==> config.mk <==
export PLATFORM = sky130hd
export DESIGN_NAME = icache_ctrl
export DESIGN_NICKNAME = d
export VERILOG_FILES = /design/src/verilog/icache_pkg.sv /design/src/verilog/icache_ctrl.sv
export SDC_FILE = /design/constraint.sdc
export NUM_CORES = 1
export LEC_CHECK = 0
export BUFFER_PORTS_ARGS = -buffer_cell sky130_fd_sc_hd__buf_4
export CAP_MARGIN = 20
export CORE_AREA = 4 4 219 221
export CTS_BUF_LIST = sky130_fd_sc_hd__clkbuf_4 sky130_fd_sc_hd__clkbuf_8
export DETAILED_ROUTE_END_ITERATION = 7
export DIE_AREA = 0 0 223 225
export GPL_TIMING_DRIVEN = 0
export PLACE_DENSITY = 0.33
export SLEW_MARGIN = 20
export SYNTH_ARGS = -nofsm -noshare
export SYNTH_HDL_FRONTEND = slang
export SYNTH_SLANG_ARGS = --single-unit
==> constraint.sdc <==
create_clock -name clk -period 1.55 [get_ports clk]
set_input_delay 0.155 -clock clk [delete_from_list [all_inputs] [get_ports clk]]
set_output_delay 0.155 -clock clk [all_outputs]
set_load 0.1 [all_outputs]
==> src/verilog/icache_pkg.sv <==
package icache_pkg;

    ////////////////////
    // Geometry
    ////////////////////

    localparam int ADDR_WIDTH = 32;
    localparam int LINE_WIDTH = 128;
    localparam int NWAY = 4;
    localparam int NSET = 64;

    localparam int OFFSET_WIDTH = $clog2(LINE_WIDTH / 8);
    localparam int INDEX_WIDTH = $clog2(NSET);
    localparam int WAY_WIDTH = $clog2(NWAY);
    localparam int TAG_WIDTH = ADDR_WIDTH - INDEX_WIDTH - OFFSET_WIDTH;

    // Cache operation mode that clears every way of the set
    localparam logic [1:0] CACOP_ALL_WAYS = 2'd2;

    ////////////////////
    // Types
    ////////////////////

    typedef logic [ADDR_WIDTH-1:0] addr_t;
    typedef logic [LINE_WIDTH-1:0] line_t;
    typedef logic [TAG_WIDTH-1:0] tag_t;
    typedef logic [INDEX_WIDTH-1:0] index_t;
    typedef logic [WAY_WIDTH-1:0] way_t;
    typedef logic [NWAY-1:0] way_mask_t;

    // Valid bit on top of the tag
    typedef logic [TAG_WIDTH:0] tag_entry_t;

    typedef enum logic [2:0] {
        IDLE,
        FLUSH,
        REFILL_REQ,
        REFILL_WAIT,
        CACOP_WRITE,
        CACOP_DONE
    } cache_state_e;

endpackage

==> src/verilog/icache_ctrl.sv <==
module icache_ctrl (
    input  logic                   clk,
    input  logic                   rst,

    // Read port
    input  logic                   req_i,
    input  icache_pkg::addr_t      addr_i,
    output logic                   ack_o,
    output logic                   rvalid_o,
    output icache_pkg::line_t      rdata_o,

    // Control
    input  logic                   flush_i,
    input  logic                   cacop_i,
    input  logic [1:0]             cacop_mode_i,
    input  icache_pkg::addr_t      cacop_addr_i,
    output logic                   cacop_ack_o,

    // Line memory
    output logic                   mem_req_o,
    output icache_pkg::addr_t      mem_addr_o,
    input  logic                   mem_valid_i,
    input  icache_pkg::line_t      mem_line_i,

    // To lookup
    output logic                   accept_o,
    output logic                   retire_o,
    output logic                   ram_en_o,
    output icache_pkg::index_t     ram_index_o,
    output icache_pkg::way_mask_t  tag_we_o,
    output icache_pkg::way_mask_t  data_we_o,
    output icache_pkg::tag_entry_t tag_wdata_o,

    // From lookup
    input  logic                   pending_i,
    input  logic                   hit_i,
    input  icache_pkg::line_t      hit_line_i,
    input  icache_pkg::addr_t      pend_addr_i,
    input  logic                   pend_uncached_i,
    input  icache_pkg::way_t       victim_way_i
);

    import icache_pkg::*;

    cache_state_e state;
    cache_state_e state_next;

    logic      flush_pend;
    index_t    sweep_cnt;
    logic      miss;
    logic      start_flush;
    logic      refill_done;
    logic      refill_write;
    index_t    pend_index;
    index_t    cacop_index;
    way_mask_t victim_mask;
    way_mask_t cacop_mask;

    assign pend_index = pend_addr_i[OFFSET_WIDTH +: INDEX_WIDTH];
    assign cacop_index = cacop_addr_i[OFFSET_WIDTH +: INDEX_WIDTH];

    ////////////////////
    // FSM
    ////////////////////

    // A lookup that found nothing
    assign miss = (state == IDLE) && pending_i && !hit_i;
    assign start_flush = (state == IDLE) && !miss && flush_pend;
    assign refill_done = (state == REFILL_WAIT) && mem_valid_i;

    always_ff @(posedge clk) begin
        if (rst) begin
            state <= FLUSH;
        end else begin
            state <= state_next;
        end
    end

    always_comb begin
        state_next = state;
        case (state)
            IDLE: begin
                if (miss) begin
                    state_next = REFILL_REQ;
                end else if (flush_pend) begin
                    state_next = FLUSH;
                end else if (cacop_i) begin
                    state_next = CACOP_WRITE;
                end
            end
            FLUSH: begin
                if (sweep_cnt == index_t'(NSET - 1)) begin
                    state_next = IDLE;
                end
            end
            REFILL_REQ: state_next = REFILL_WAIT;
            REFILL_WAIT: begin
                if (mem_valid_i) begin
                    state_next = IDLE;
                end
            end
            CACOP_WRITE: state_next = CACOP_DONE;
            CACOP_DONE: state_next = IDLE;
            default: state_next = IDLE;
        endcase
    end

    // Flush waits here until the controller is free
    always_ff @(posedge clk) begin
        if (rst) begin
            flush_pend <= 1'b0;
        end else if (flush_i) begin
            flush_pend <= 1'b1;
        end else if (start_flush) begin
            flush_pend <= 1'b0;
        end
    end

    // Wraps back to zero at the end of the sweep
    always_ff @(posedge clk) begin
        if (rst) begin
            sweep_cnt <= '0;
        end else if (state == FLUSH) begin
            sweep_cnt <= sweep_cnt + 1'b1;
        end
    end

    ////////////////////
    // Read port
    ////////////////////

    assign ack_o = (state == IDLE) && !miss && !flush_pend && !cacop_i;
    assign accept_o = req_i && ack_o;

    assign rvalid_o = ((state == IDLE) && pending_i && hit_i) || refill_done;
    assign retire_o = rvalid_o;
    assign rdata_o = (state == REFILL_WAIT) ? mem_line_i : hit_line_i;

    assign mem_req_o = (state == REFILL_REQ);
    assign mem_addr_o = {pend_addr_i[ADDR_WIDTH-1:OFFSET_WIDTH], {OFFSET_WIDTH{1'b0}}};

    assign cacop_ack_o = (state == CACOP_DONE);

    ////////////////////
    // RAM control
    ////////////////////

    // Uncached lines are never allocated
    assign refill_write = refill_done && !pend_uncached_i;
    assign victim_mask = way_mask_t'(1) << victim_way_i;
    assign cacop_mask = (cacop_mode_i == CACOP_ALL_WAYS) ? '1
                      : way_mask_t'(1) << cacop_addr_i[WAY_WIDTH-1:0];

    always_comb begin
        ram_en_o = 1'b0;
        ram_index_o = addr_i[OFFSET_WIDTH +: INDEX_WIDTH];
        tag_we_o = '0;
        data_we_o = '0;
        tag_wdata_o = '0;
        case (state)
            IDLE: ram_en_o = accept_o;
            FLUSH: begin
                ram_en_o = 1'b1;
                ram_index_o = sweep_cnt;
                tag_we_o = '1;
            end
            REFILL_REQ: ram_index_o = pend_index;
            REFILL_WAIT: begin
                ram_en_o = refill_write;
                ram_index_o = pend_index;
                tag_wdata_o = {1'b1, pend_addr_i[ADDR_WIDTH-1 -: TAG_WIDTH]};
                if (refill_write) begin
                    tag_we_o = victim_mask;
                    data_we_o = victim_mask;
                end
            end
            CACOP_WRITE: begin
                ram_en_o = 1'b1;
                ram_index_o = cacop_index;
                tag_we_o = cacop_mask;
            end
            default: begin
            end
        endcase
    end

endmodule

==> results.tsv, run 1 <==
metric	value	unit
fin_crit	1.98	ns
hpwl	24.5	mm
swShare	56.3	%
clkLatencyLatePin	0.24	ns
io_pins	569	
synth_top_area_cell	nand2_1	
cts_sinks	10	
pwr-share-seq	5.8	%
die_area	50200	sq um
critPathRequiredTime	1.39	ns
syn_inst	592	
rsz0062_at_grt	yes	
via_per_inst	3.42	
grt_pass1_vias	6594	
drive_gt1_share	85.8	%
synth_warnings	0	
reg2reg_to	sweep_cnt[5]$_SDFFE_PP0P_	
violations	negative setup slack	
port_buffers	509	
wl_per_cell	17.4	um
wl	30.8	mm
clockBufferDepth	2	
ys_top_cells_by_area	nand2_1, buf_4, dfxtp_1, and2_1, clkbuf_1	
core_area	46200	sq um
grt_first_pass_wirelength	42.5	mm
fin_crit_sh	128	%
area_growth	415	%
via_count	6034	
worstHoldEndpoint	flush_pend$_SDFFE_PP0P_	
hold_violations	0	
postRouteAntennaNets	0	
worstMarginPinSlew	0.613	ns
finalNetCount	1526	
ir_drop	0.000262	V
p_int	0.00211	W
fmax	0.505	GHz
grt_overflow	0	
maxCapViolCount	0	
drc	0	
firstDrtPassIters	4	
worstReg2RegStart	state[1]$_SDFFE_PP0P_	
path_max_fanout	6	
critPathArrivalTime	1.82	ns
net-switching-power	0.00271	W
place_ws	-1.71	ns
final_max_slew_viol_count	0	
fp.dieW	223	um
gr-usage-met2	21.7	%
end_kind	primary output	
antenna_found_initial	0	
h-tree-depth	1	
grt_max_degree	11	
gr-usage-met1	12.7	%
drtIter0Drc	109	
hold_start	flush_i	
cp-start-kind	flip-flop	
synth_cell_types	39	
synth_seq_area_share	7.03	%
pwr-share-clk	6.9	%
worst_slack	-0.429	ns
busiest_layer	met2	
synth-seq-cells	10	
initial_core_util	6.17	%
path_clk_slew	0.05	ns
tns	-58.75	ns
placementRows	79	
cts_made_buffers	3	
cts_root_buf	clkbuf_8	
p_leak	6.22	nW
antenna_cells	0	
powerDensity	329	nW/um^2
combPwrFrac	87.3	%
fin_skew	0.00579	ns
critical_path_class	reg2out	
grt_usage	11.1	%
hp-class	in2reg	
finalWeightedCongestion	0.768	
finalSetupViolations	177	
use_met3	2.15	%
syn_area_per_cell	4.81	sq um
cts_tree	built	
ff2ff_path_depth	9	
die_h	225	um
max-slew-margin-rel	59.1	%
syn_area	2850	sq um
synth_top_area_share	52.5	%
status	finished with violations	
holdPathStages	3	
r2r_setup_slack	-0.33	ns
[cell usage in the layout (no fill, tap or decap), types with 6 or more instances in the layout]
cell         n
o22a_1       6
o221a_4      6
buf_12     160
nand2_1     93
buf_4      391
clkbuf_16   19
buf_16       7
nand2_4     69
clkbuf_8     7
and2_4      23
buf_8       25
nand2_2     52
nor2_1      12
dfxtp_1      6
buf_6       24
nand2_8    184
a21oi_1      6
[power groups by stage]
stage / clock network, W / logic, W / registers (W)
floorplan: 0 / 0.00238 / 0.000280
global placement: 0 / 0.00345 / 0.000284
detailed placement: 0 / 0.00345 / 0.000284
CTS: 0.000346 / 0.00409 / 0.000278
global route: 0.000365 / 0.00434 / 0.000281
finish: 0.000334 / 0.00420 / 0.000279
[metrics by stage]
step / utilization (%) / total power, W / instance area [sq um] / std cells / hold WS [ns]
after floorplan: - / 0.00266 / 4900 / 595 / 0.325
after CTS: 28.6 / 0.00471 / 13200 / 1750 / 0.206
after global routing: 31.8 / 0.00499 / 14700 / 1766 / 0.247
after detailed placement: 20.5 / 0.00374 / 9480 / 1711 / 0.457
final: 31.8 / 0.00482 / 14700 / 1766 / 0.210
after global placement: 20.5 / 0.00374 / 9480 / 1711 / 0.455
[cells by family after synthesis]
logic type               count (synthesis)  synth area share (%)
adder cells (fa/ha/maj)                  1                 0.439
AND/OR/NAND/NOR                        465                  66.4
flip-flops                              10                  7.03
AO/OA/AOI/OAI                           38                  10.2
XOR/XNOR                                 2                 0.615
other                                    1                 0.132
buffers and inverters                   75                  15.2
[worst max-delay path: stages, from the launching register on]
cell     delay, ns
dfxtp_2       0.32
buf_4         0.14
nor2_2        0.31
xnor2_2       0.27
o221a_4       0.26
buf_4         0.29
[layer usage]
layer	up-vias	share of wire, %
met2	244	56
met4	0	1.3
met5	-	0
met3	18	5.8
li1	2961	-
met1	2811	36
[sequential cells by signal (all words and copies together), names as in the netlist]
register / flops
flush_pend: 1
sweep_cnt: 6
state: 3
[cells in the mapped netlist]
cell type / count
nor3_1: 2
nand2_1: 398
buf_4: 33
a2bb2oi_1: 1
buf_2: 10
inv_2: 1
ha_1: 1
a311oi_1: 1
xnor2_1: 2
a21oi_1: 9
a221o_1: 1
o21bai_1: 1
inv_1: 2
o21ai_0: 5
or3b_2: 1
clkbuf_1: 24
o221a_2: 6
nor2b_1: 3
nor4_1: 2
nand3_1: 4
buf_6: 2
nor3b_1: 3
and2_1: 24
or3_1: 3
o31ai_1: 2
nand4b_1: 2
a211o_1: 3
o22a_1: 6
and3_1: 1
nand3b_1: 1
conb_1: 1
or3b_4: 1
o211ai_1: 2
or4_1: 2
dfxtp_1: 10
buf_1: 3
nor2_1: 14
a221oi_1: 1
nand2b_1: 4
[final cells by class]
type	count	area, sq um
Sequential cell	10	210
Buffer	68	866
Multi-Input combinational cell	510	6100
Fill cell	4649	31500
Inverter	3	23.8
Tap cell	607	759
Clock buffer	4	55.1
Timing Repair Buffer	564	6640
[repair_timing]
action,4_1_cts,5_1_grt
pin swaps,23,95
buffers inserted,26,18
endpoints found under the setup margin,174,178
hold buffers,0,0
resized for setup,778,222
cloned,10,8
hold endpoints to repair,0,0
[worst max-delay path by stage]
stage | slack, ns | from | cells past startpoint | endpoint
finish | -0.43 | state[0]$_SDFFE_PP1P_ | 5 | ram_index_o[5]
floorplan | -1.13 | state[0]$_SDFFE_PP1P_ | 5 | tag_we_o[2]
detailed placement | -1.71 | state[0]$_SDFFE_PP1P_ | 8 | rdata_o[54]
global route | -0.54 | state[1]$_SDFFE_PP0P_ | 8 | tag_we_o[3]
global placement | -1.67 | state[0]$_SDFFE_PP1P_ | 8 | rdata_o[54]
CTS | -0.46 | state[1]$_SDFFE_PP0P_ | 10 | rdata_o[76]
(Power assumes the default switching activity.)
==> run 2, diff against run 1 <==
--- a/config.mk
+++ b/config.mk
@@ -7,12 +7,12 @@
 export LEC_CHECK = 0
 export BUFFER_PORTS_ARGS = -buffer_cell sky130_fd_sc_hd__buf_4
 export CAP_MARGIN = 20
-export CORE_AREA = 4 4 219 221
+export CORE_AREA = 4 4 217 219
 export CTS_BUF_LIST = sky130_fd_sc_hd__clkbuf_4 sky130_fd_sc_hd__clkbuf_8
 export DETAILED_ROUTE_END_ITERATION = 7
-export DIE_AREA = 0 0 223 225
+export DIE_AREA = 0 0 221 223
 export GPL_TIMING_DRIVEN = 0
-export PLACE_DENSITY = 0.33
+export PLACE_DENSITY = 0.32
 export SLEW_MARGIN = 20
 export SYNTH_ARGS = -nofsm -noshare
 export SYNTH_HDL_FRONTEND = slang
==> constraint.sdc (replaced) <==
create_clock -name clk -period 2.3 [get_ports clk]
set_input_delay 0.23 -clock clk [delete_from_list [all_inputs] [get_ports clk]]
set_output_delay 0.23 -clock clk [all_outputs]
set_load 0.1 [all_outputs]
==> run 2 against run 1 <==
Against the previous run:
- the run now ends clean
- clock skew is 0.0030 ns lower
- first-iteration DRC count is 99% higher
- sequential power is 33% lower
- die area is 1.8% lower
- clock-buffer cell count stayed put
- sequential cell count stayed put
==> results.tsv, run 2 (synthesis results as in run 1) <==
metric	value	unit	change
status	finished clean		was finished with violations
io_pins	569		unchanged
die_area	49300	sq um	was 50200 sq um
hpwl	22.4	mm	was 24.5 mm
net-switching-power	0.00151	W	was 0.00271 W
drive_gt1_share	55.5	%	was 85.8%
placementRows	78		was 79
via_count	5588		was 6034
postRouteAntennaNets	0		unchanged
p_leak	4.36	nW	was 6.22 nW
path_max_fanout	8		was 6
grt_pass1_vias	5618		was 6594
antenna_cells	0		unchanged
cts_made_buffers	3		unchanged
via_per_inst	3.25		was 3.42
critical_path_class	reg2out		unchanged
path_clk_slew	0.05	ns	about the same
worstMarginPinSlew	0.625	ns	was 0.613 ns
h-tree-depth	1		unchanged
die_h	223	um	was 225 um
finalSetupViolations	0		was 177
worst_slack	0.0613	ns	was -0.429 ns
critPathRequiredTime	2.07	ns	was 1.39 ns
totalPowerFinal	0.00247	W	was 0.00482 W
dpl_cell_area	7520	sq um	was 9480 sq um
cts_sinks	10		unchanged
design_area	7880	sq um	was 14700 sq um
cp_slowest_cell	nor2_1		was dfxtp_2
maxCapViolCount	0		unchanged
finalWeightedCongestion	0.813		was 0.768
end_kind	primary output		unchanged
cp-start-kind	flip-flop		unchanged
grt_usage	9.29	%	was 11.1%
drtIter0Drc	217		was 109
final_max_slew_viol_count	0		unchanged
finalNetCount	1485		was 1526
cpPeakStageDelay	0.39	ns	was 0.32 ns
pwr-share-seq	7.6	%	was 5.8%
grt_max_degree	11		unchanged
hp-class	in2reg		unchanged
clkLatencyLatePin	0.24	ns	about the same
initial_core_util	6.32	%	was 6.17%
wl	25.5	mm	was 30.8 mm
antenna_found_initial	0		unchanged
powerDensity	313	nW/um^2	was 329 nW/um^2
cts_root_buf	clkbuf_8		unchanged
fmax	0.447	GHz	
pwr-share-clk	9.0	%	was 6.9%
layout_commonest_cell	buf_4		unchanged
utilization	17.5	%	was 31.8%
port_buffers	509		unchanged
drc	0		unchanged
grt_overflow	0		unchanged
largest_reg_flops	6		unchanged
regMostFlops	sweep_cnt		unchanged
cp_cell_sequence	buf_6 -> nor2_1 -> xnor2_1 -> o221a_2 -> buf_4		was buf_4 -> nor2_2 -> xnor2_2 -> o221a_4 -> buf_4
combPwrFrac	83.4	%	was 87.3%
swShare	61.0	%	was 56.3%
fin_crit_sh	97.3	%	
place_ws	-0.989	ns	was -1.71 ns
final_cell_mix	buf_4, nand2_1, buf_6		was buf_4, nand2_8, buf_12
max-slew-margin-rel	58.0	%	was 59.1%
clockBufferDepth	2		unchanged
critPathArrivalTime	2.01	ns	was 1.82 ns
hold_violations	0		unchanged
fp.dieW	221	um	was 223 um
p_int	0.000963	W	was 0.00211 W
rsz0062_at_grt	yes		unchanged
fin_skew	0.00275	ns	was 0.00579 ns
finalHoldWorstSlack	0.289	ns	was 0.210 ns
core_area	45100	sq um	was 46200 sq um
wl_per_cell	14.8	um	was 17.4 um
firstDrtPassIters	5		was 4
reg.largest.list	sweep_cnt x6, state x3, flush_pend x1		unchanged
ir_drop	0.000181	V	was 0.000262 V
cts_tree	built		unchanged
fin_crit	2.24	ns	
grt_first_pass_wirelength	35.9	mm	was 42.5 mm
area_growth	177	%	was 415%
postCtsHoldBufs	0		unchanged
## run 2: cell count changes in the layout (fill, tap and decap cells not counted), moves of 24 or more
| cell | previous run | this run |
|---|---|---|
| nand2_1 | 93 | 389 |
| nand2_8 | 184 | 0 |
| nand2_2 | 52 | 9 |
| nand2_4 | 69 | 0 |
| buf_12 | 160 | 3 |
| buf_8 | 25 | 1 |
| buf_4 | 391 | 532 |
## run 2: worst paths after layout
kind                                  start                   endpoint  slack (ns)  cells past startpoint
setup reg to reg      state[1]$_SDFFE_PP0P_  sweep_cnt[4]$_SDFFE_PP0P_        0.66                      5
hold reg to reg   sweep_cnt[4]$_SDFFE_PP0P_  sweep_cnt[4]$_SDFFE_PP0P_        0.53                      2
hold / removal                      flush_i    flush_pend$_SDFFE_PP0P_        0.29                      3
setup / recovery      state[1]$_SDFFE_PP0P_             ram_index_o[2]        0.06                      5
## run 2: power groups by stage
stage	clock [W]	combinational [W]	sequential (W)
floorplan	0	0.00133	0.000188
CTS	0.000227	0.00207	0.000188
finish	0.000223	0.00206	0.000188
detailed placement	0	0.00205	0.000192
global placement	0	0.00205	0.000192
global route	0.000240	0.00214	0.000190
## run 2: metrics by stage
stage,instances,TNS (ns)
2_1_floorplan,595,-2.27
3_3_place_gp,1704,-66.36
3_5_place_dp,1704,-65.86
4_1_cts,1715,0
5_1_grt,1718,-0.0149
6_report,1718,0
## run 2: layer usage
| metal | global-route usage [%] | up-vias | wire length [um] |
|---|---|---|---|
| met2 | 17.7 | 266 | 13400 |
| met3 | 1.84 | 4 | 1590 |
| met1 | 11.3 | 2456 | 10400 |
| li1 | - | 2862 | - |
| met4 | 0.483 | 0 | 84 |
| met5 | 0 | - | 0 |
## run 2: worst max-delay path: cells and delay by family (launching register included)
kind	cells	cell delay (ns)
compound gates	1	0.30
xor+xnor	1	0.37
buf+inv	2	0.40
flops	1	0.31
simple gates	1	0.39
## run 2: area by class of cell
type / instances / area, sq um
buffer: 72 / 522
clock buffer: 4 / 55.1
fill: 5277 / 37200
inverter: 3 / 23.8
multi-input combinational: 510 / 2310
sequential: 10 / 203
tap: 600 / 751
timing repair buffer: 519 / 4020
## run 2: timing repair
item	CTS	global route
setup buffers	7	3
endpoints found under the setup margin	162	85
gates resized for setup	64	11
pin swaps	3	2
